### config.mk
export PLATFORM = sky130hd
export DESIGN_NAME = port_regs
export DESIGN_NICKNAME = d
export VERILOG_FILES = /design/src/common/extbus_pkg.sv /design/src/common/bm_pkg.sv /design/src/rtl/port_regs.sv
export SDC_FILE = /design/constraint.sdc
export NUM_CORES = 1
export LEC_CHECK = 0
export CORE_ASPECT_RATIO = 0.9
export CORE_UTILIZATION = 35
export CTS_BUF_LIST = sky130_fd_sc_hd__clkbuf_8
export DETAILED_ROUTE_END_ITERATION = 10
export DONT_BUFFER_PORTS = 1
export PLACE_DENSITY = 0.58
export RECOVER_POWER = 50
export SLEW_MARGIN = 25
export SYNTH_ARGS = -nofsm -noshare
export SYNTH_HDL_FRONTEND = slang
export SYNTH_SLANG_ARGS = --single-unit
export TNS_END_PERCENT = 5
### constraint.sdc
create_clock -name bm_clk -period 7.16 [get_ports bm_clk]
set_clock_uncertainty 0.15 [all_clocks]
set_input_delay 0.716 -clock bm_clk [delete_from_list [all_inputs] [get_ports bm_clk]]
set_output_delay 0.716 -clock bm_clk [all_outputs]
set_load 0.005 [all_outputs]
### src/common/extbus_pkg.sv
package extbus_pkg;

    ////////////////////////////////
    // CPU register map
    ////////////////////////////////

    typedef enum logic [2:0] {
        reg_addr_hi  = 3'd0,
        reg_addr_mid = 3'd1,
        reg_addr_lo  = 3'd2,
        reg_data0    = 3'd3,
        reg_data1    = 3'd4,
        reg_ctrl     = 3'd5,
        reg_ien      = 3'd6,
        reg_isr      = 3'd7
    } ext_reg_e;

    // One CPU bus event as seen in the bm_clk domain
    typedef struct packed {
        logic       access_start;
        logic       access_end;
        ext_reg_e   addr;
        logic       rw_n;
        logic [7:0] wdata;
        logic       selected;
        logic       deselect;
    } ext_event_t;

    // Synchronizer depth and age of the captured bus values
    localparam int SYNC_STAGES   = 2;
    localparam int CAPTURE_DELAY = 3;

    ////////////////////////////////
    // Read view layout
    ////////////////////////////////

    localparam int         HI_INCR_LSB       = 4;
    localparam int         ADDR_HI_BITS      = 3;
    localparam int         CTRL_WARMBOOT_BIT = 7;
    localparam int         CTRL_PSEL_BIT     = 0;
    localparam logic [7:0] RD_UNUSED         = 8'h00;

endpackage

### src/common/bm_pkg.sv
package bm_pkg;

    ////////////////////////////////
    // Bus master sizes
    ////////////////////////////////

    // 512 KB of byte-wide video memory
    localparam int BM_ADDR_W = 19;

    // Auto-increment step per data-window access
    localparam int INCR_W = 4;

    // Interrupt sources, one status bit each
    localparam int NUM_IRQ = 8;

    typedef logic [BM_ADDR_W-1:0] bm_addr_t;

    ////////////////////////////////
    // Memory request
    ////////////////////////////////

    // Single-cycle strobe; read data follows one cycle later
    typedef struct packed {
        logic       strobe;
        logic       write;
        bm_addr_t   addr;
        logic [7:0] wdata;
    } bm_req_t;

endpackage

### src/rtl/port_regs.sv
module port_regs
    import extbus_pkg::*;
    import bm_pkg::*;
(
    input  logic               bm_clk,
    input  logic               bm_reset,
    input  ext_event_t         ev,
    input  logic [NUM_IRQ-1:0] irqs,
    input  logic [7:0]         mem_rdata,
    output logic [7:0]         rd_data,
    output logic               busy,
    output logic               irq,
    output logic               warmboot,
    output bm_req_t            req
);

    bm_addr_t           addr_q [2];
    bm_addr_t           addr_d [2];
    logic [INCR_W-1:0]  incr_q [2];
    logic [INCR_W-1:0]  incr_d [2];
    logic               psel_q;
    logic               psel_d;
    logic               warmboot_q;
    logic               warmboot_d;
    logic [NUM_IRQ-1:0] ien_q;
    logic [NUM_IRQ-1:0] ien_d;
    logic [NUM_IRQ-1:0] isr_q;
    logic [NUM_IRQ-1:0] isr_d;
    logic [NUM_IRQ-1:0] isr_clr;
    logic [7:0]         rbuf_q;
    logic [7:0]         rbuf_d;
    logic               busy_q;
    logic               busy_d;
    logic               rd_pending_q;
    bm_req_t            req_q;
    bm_req_t            req_d;
    logic               do_access;
    logic               access_port;

    //////////////////////////////
    // Next state
    //////////////////////////////

    always_comb begin
        addr_d      = addr_q;
        incr_d      = incr_q;
        psel_d      = psel_q;
        warmboot_d  = warmboot_q;
        ien_d       = ien_q;
        rbuf_d      = rbuf_q;
        busy_d      = busy_q;
        isr_clr     = '0;
        req_d       = req_q;
        req_d.strobe = 1'b0;
        req_d.write  = 1'b0;
        do_access   = 1'b0;
        access_port = 1'b0;

        // Memory byte is back, release the CPU
        if (rd_pending_q) begin
            rbuf_d = mem_rdata;
            busy_d = 1'b0;
        end

        // Every new CPU cycle starts out stalled
        if (ev.deselect) begin
            busy_d = 1'b1;
        end

        // Data-window reads go out as early as possible
        if (ev.access_start && ev.selected) begin
            if (ev.rw_n && (ev.addr == reg_data0 || ev.addr == reg_data1)) begin
                do_access   = 1'b1;
                access_port = (ev.addr == reg_data1);
            end else begin
                busy_d = 1'b0;
            end
        end

        if (ev.access_end && !ev.rw_n) begin
            case (ev.addr)
                reg_addr_hi: begin
                    incr_d[psel_q] = ev.wdata[HI_INCR_LSB +: INCR_W];
                    addr_d[psel_q][16 +: ADDR_HI_BITS] = ev.wdata[ADDR_HI_BITS-1:0];
                end
                reg_addr_mid: begin
                    addr_d[psel_q][15:8] = ev.wdata;
                end
                reg_addr_lo: begin
                    addr_d[psel_q][7:0] = ev.wdata;
                end
                reg_data0, reg_data1: begin
                    do_access    = 1'b1;
                    access_port  = (ev.addr == reg_data1);
                    req_d.write  = 1'b1;
                    req_d.wdata  = ev.wdata;
                end
                reg_ctrl: begin
                    warmboot_d = ev.wdata[CTRL_WARMBOOT_BIT];
                    psel_d     = ev.wdata[CTRL_PSEL_BIT];
                end
                reg_ien: begin
                    ien_d = ev.wdata;
                end
                reg_isr: begin
                    isr_clr = ev.wdata;
                end
                default: ;
            endcase
        end

        // Clear written ones first, active sources still set their bit
        isr_d = (isr_q & ~isr_clr) | irqs;

        // Strobe and post-increment of the addressed port
        if (do_access) begin
            req_d.strobe = 1'b1;
            req_d.addr   = addr_q[access_port];
            addr_d[access_port] = addr_q[access_port]
                                + {{(BM_ADDR_W-INCR_W){1'b0}}, incr_q[access_port]};
        end
    end

    always_ff @(posedge bm_clk or posedge bm_reset) begin
        if (bm_reset) begin
            addr_q       <= '{default: '0};
            incr_q       <= '{default: '0};
            psel_q       <= 1'b0;
            warmboot_q   <= 1'b0;
            ien_q        <= '0;
            isr_q        <= '0;
            rbuf_q       <= '0;
            busy_q       <= 1'b0;
            rd_pending_q <= 1'b0;
            req_q        <= '0;
        end else begin
            addr_q       <= addr_d;
            incr_q       <= incr_d;
            psel_q       <= psel_d;
            warmboot_q   <= warmboot_d;
            ien_q        <= ien_d;
            isr_q        <= isr_d;
            rbuf_q       <= rbuf_d;
            busy_q       <= busy_d;
            rd_pending_q <= req_q.strobe && !req_q.write;
            req_q        <= req_d;
        end
    end

    //////////////////////////////
    // Read view
    //////////////////////////////

    always_comb begin
        rd_data = RD_UNUSED;
        case (ev.addr)
            reg_addr_hi: begin
                rd_data[HI_INCR_LSB +: INCR_W]   = incr_q[psel_q];
                rd_data[ADDR_HI_BITS-1:0]        = addr_q[psel_q][16 +: ADDR_HI_BITS];
            end
            reg_addr_mid:         rd_data = addr_q[psel_q][15:8];
            reg_addr_lo:          rd_data = addr_q[psel_q][7:0];
            reg_data0, reg_data1: rd_data = rbuf_q;
            reg_ctrl: begin
                rd_data[CTRL_WARMBOOT_BIT] = warmboot_q;
                rd_data[CTRL_PSEL_BIT]     = psel_q;
            end
            reg_ien:              rd_data = ien_q;
            reg_isr:              rd_data = isr_q;
            default:              rd_data = RD_UNUSED;
        endcase
    end

    assign busy     = busy_q;
    assign irq      = |(isr_q & ien_q);
    assign warmboot = warmboot_q;
    assign req      = req_q;

    strobe_single_cycle: assert property (
        @(posedge bm_clk) disable iff (bm_reset)
        req_q.strobe |=> !req_q.strobe
    );

    // Writes only commit once the CPU cycle has ended
    write_after_end: assert property (
        @(posedge bm_clk) disable iff (bm_reset)
        (req_q.strobe && req_q.write) |-> $past(ev.access_end && !ev.rw_n)
    );

endmodule

==> results.ini <==
[global_route]
grt-ovfl-total=0
grt_pass1_vias=4767
grt_pass1_wl_um=28400
grt_max_degree=87
grt_util_all_layers=0.217
top_usage_layer=met2
grt_util_met2=0.313
use_met3=0.0800
antenna_found_initial=0
grt_use_met1=0.296

[yosys]
synth_area_sq_um=5870
synth_edf_count=0
syn-instance-count=623
avgSynthCellArea_sq_um=9.42
synth_top_area_cell=dfrtp_1
synth_ff_type=dfrtp_1
ys_seq_area_frac=0.439
synth_cell_type_count=66
ys_top_cells_by_area=dfrtp_1 44%, mux2_2 7.3%, nand2_1 7.3%
yosys_warnings=0
ys_seq_elements=103
yosys.area.top_type_share=0.439
ys_async_sr_fraction=1.00
synth_fp_nets=662

[timing]
relSlewSlack=-0.0611
hold_viol=0
grt_setup_unrepaired=false
tightest_slew_ns=1.59
slew_viol_final=27
fmax_mhz=225
finalHoldWorstSlack_ns=0.260
fin_crit_sh=0.620
min_period_ns=4.44
fin_setup_tns_ns=0
finalSetupViolations=0

[cts]
clk_path_buf_depth=2
cts_root_buf=clkbuf_8
cts-resized-gates=0
cts_sinks=103
clk_latency_ns=0.39
path_clk_slew_ns=0.09
numCtsBuffers=9
tritoncts=built
htree_num_levels=3

[floorplanning]
num_rows=44
initial_core_util=0.361
die_h_um=125
die_w_um=138
io_pins=74
die_area_sq_um=17300
core_area_sq_um=16200

[pwr]
clock_power_share=0.223
power_frac_comb=0.273
sw_frac_of_total=0.364
p_leak_nw=2.56
p_switching_w=0.000657
powerDensity_nw_per_um2=292
internal_power_w=0.00115
power_frac_seq=0.504
ir_worst_vdd_mv=0.149

[layout]
final_nets=634
syn_to_final_growth_pct=5.61
diodes=0
drive_gt1_frac=0.132
fin_util=0.382

[status]
violations=design-rule violations, max-capacitance violations, max-slew violations
status=finished with violations

[routing]
wire_per_inst_um=22.6
drt_iter0_drc=635
num_vias=4885
drt_wl_total_um=18200
drc=4
first_pass_iters=10
ant_nets=0
via_per_inst=6.06

[setup_path]
endpoint_kind=output port
crit_type=register to output port
rr_worst_depth=5
path_max_fanout=26
worst_setup_path_start_kind=register
required_ns=6.29
cp.arrival_ns=3.57

[placed_design]
hpwl_um=13000
portBuffers=0
finalWeightedCongestion=0.931

[min_path]
hp-class=input pin to register
hold_path_depth=1

[job]
cap_violations=1

==> cell families after synthesis <==
logic type	count (synthesis)	share of synthesized area
fa+ha+maj	5	0.0119
compound gates	164	0.197
simple gates	226	0.178
mux	70	0.130
xor+xnor	4	0.00597
buf+inv	51	0.0384
flops	103	0.439
==> final timing paths <==
kind	startpoint	endpoint	slack, ns
worst min register to register	req[27]	rd_pending_q	0.31
worst min-delay path	irqs[4]	isr_q[4]	0.26
worst max-delay path	psel_q	rd_data[0]	2.72
min in group asynchronous	bm_reset	rbuf_q[4]	0.73
max in group asynchronous	bm_reset	addr_q[6]	4.91
worst max register to register	psel_q	addr_q[13]	3.83
==> Yosys cell counts (all sizes together) (12+ instances only) <==
cell type / count
nand2: 115
mux2i: 32
o21ai: 40
dfrtp: 103
clkbuf: 29
nand3: 16
a21o: 12
a21oi: 32
nor3: 13
buf: 16
mux2: 38
nor2: 44
a221oi: 16
==> placed cells by master, fill, tap and decap left out, types with 3 or more instances in the layout <==
| master | Yosys | routed |
|---|---|---|
| dfrtp_1 | 103 | 103 |
| a221o_1 | 3 | 3 |
| nand2_1 | 114 | 113 |
| a22oi_1 | 4 | 4 |
| o21ai_0 | 38 | 38 |
| o22ai_1 | 7 | 7 |
| and3_1 | 9 | 9 |
| a21oi_1 | 31 | 31 |
| a31oi_1 | 9 | 9 |
| a311oi_1 | 8 | 8 |
| o211ai_1 | 3 | 3 |
| nor2b_1 | 6 | 6 |
| nor3_1 | 9 | 9 |
| ha_1 | 4 | 4 |
| mux2i_1 | 31 | 31 |
| nor3_2 | 4 | 3 |
| a21o_1 | 12 | 12 |
| o32ai_1 | 4 | 4 |
| or3_1 | 3 | 3 |
| clkbuf_8 | 0 | 10 |
| nand2b_1 | 3 | 3 |
| inv_1 | 6 | 6 |
| nor2_1 | 42 | 42 |
| nand4_1 | 6 | 6 |
| a221oi_1 | 16 | 16 |
| xnor2_1 | 3 | 3 |
| nand3_1 | 16 | 16 |
| a211oi_1 | 4 | 4 |
| mux2_2 | 38 | 38 |
==> routing by layer <==
metal	vias to the layer above	wire (um)
met5	-	0
met4	0	431
met3	31	2270
met2	265	7870
met1	2378	7690
li1	2211	-
==> power by group through the flow <==
| stage | Clock [W] | Sequential, W | Combinational [W] |
|---|---|---|---|
| floorplan | 0 | 0.000844 | 0.000398 |
| global placement | 0 | 0.000915 | 0.000478 |
| detailed placement | 0 | 0.000917 | 0.000487 |
| CTS | 0.000418 | 0.000908 | 0.000491 |
| global route | 0.000438 | 0.000928 | 0.000547 |
| finish | 0.000404 | 0.000910 | 0.000494 |
==> critical path, stage by stage, from the launching register on <==
cell and delay, ns:
dfrtp_1 0.33, clkbuf_1 1.14, inv_1 0.65, a221oi_1 0.61, nor2_1 0.10, nor3_1 0.21
a21oi_1 0.11
==> sequential cells by signal (all words and copies together) (netlist names) <==
signal / count
busy: 1
req: 29
psel_q: 1
addr_q: 38
rd_pending_q: 1
ien_q: 8
incr_q: 8
rbuf_q: 8
isr_q: 8
warmboot: 1
==> per-stage QoR <==
stage / power (W) / area (sq um) / worst slack, ns / instances
floorplan: 0.00124 / 5870 / 3.43 / 623
detailed placement: 0.00140 / 5980 / 3.15 / 790
global route: 0.00191 / 6200 / 2.52 / 806
CTS: 0.00182 / 6210 / 3.59 / 806
global placement: 0.00139 / 5970 / 3.21 / 790
finish: 0.00181 / 6200 / 2.72 / 806
==> what timing repair did <==
action,in CTS,in global routing
hold endpoints to repair,17,0
hold buffers,1,0
buffers inserted,0,0
==> final cells by class <==
class	instances	area [sq um]
Clock inverter	5	73.8
Tap cell	207	259
Timing Repair Buffer	6	43.8
Inverter	6	23.8
Clock buffer	10	138
Fill cell	1608	10000
Sequential cell	103	2580
Multi-Input combinational cell	469	3080
No activity file was read; power rests on OpenSTA's default activity.
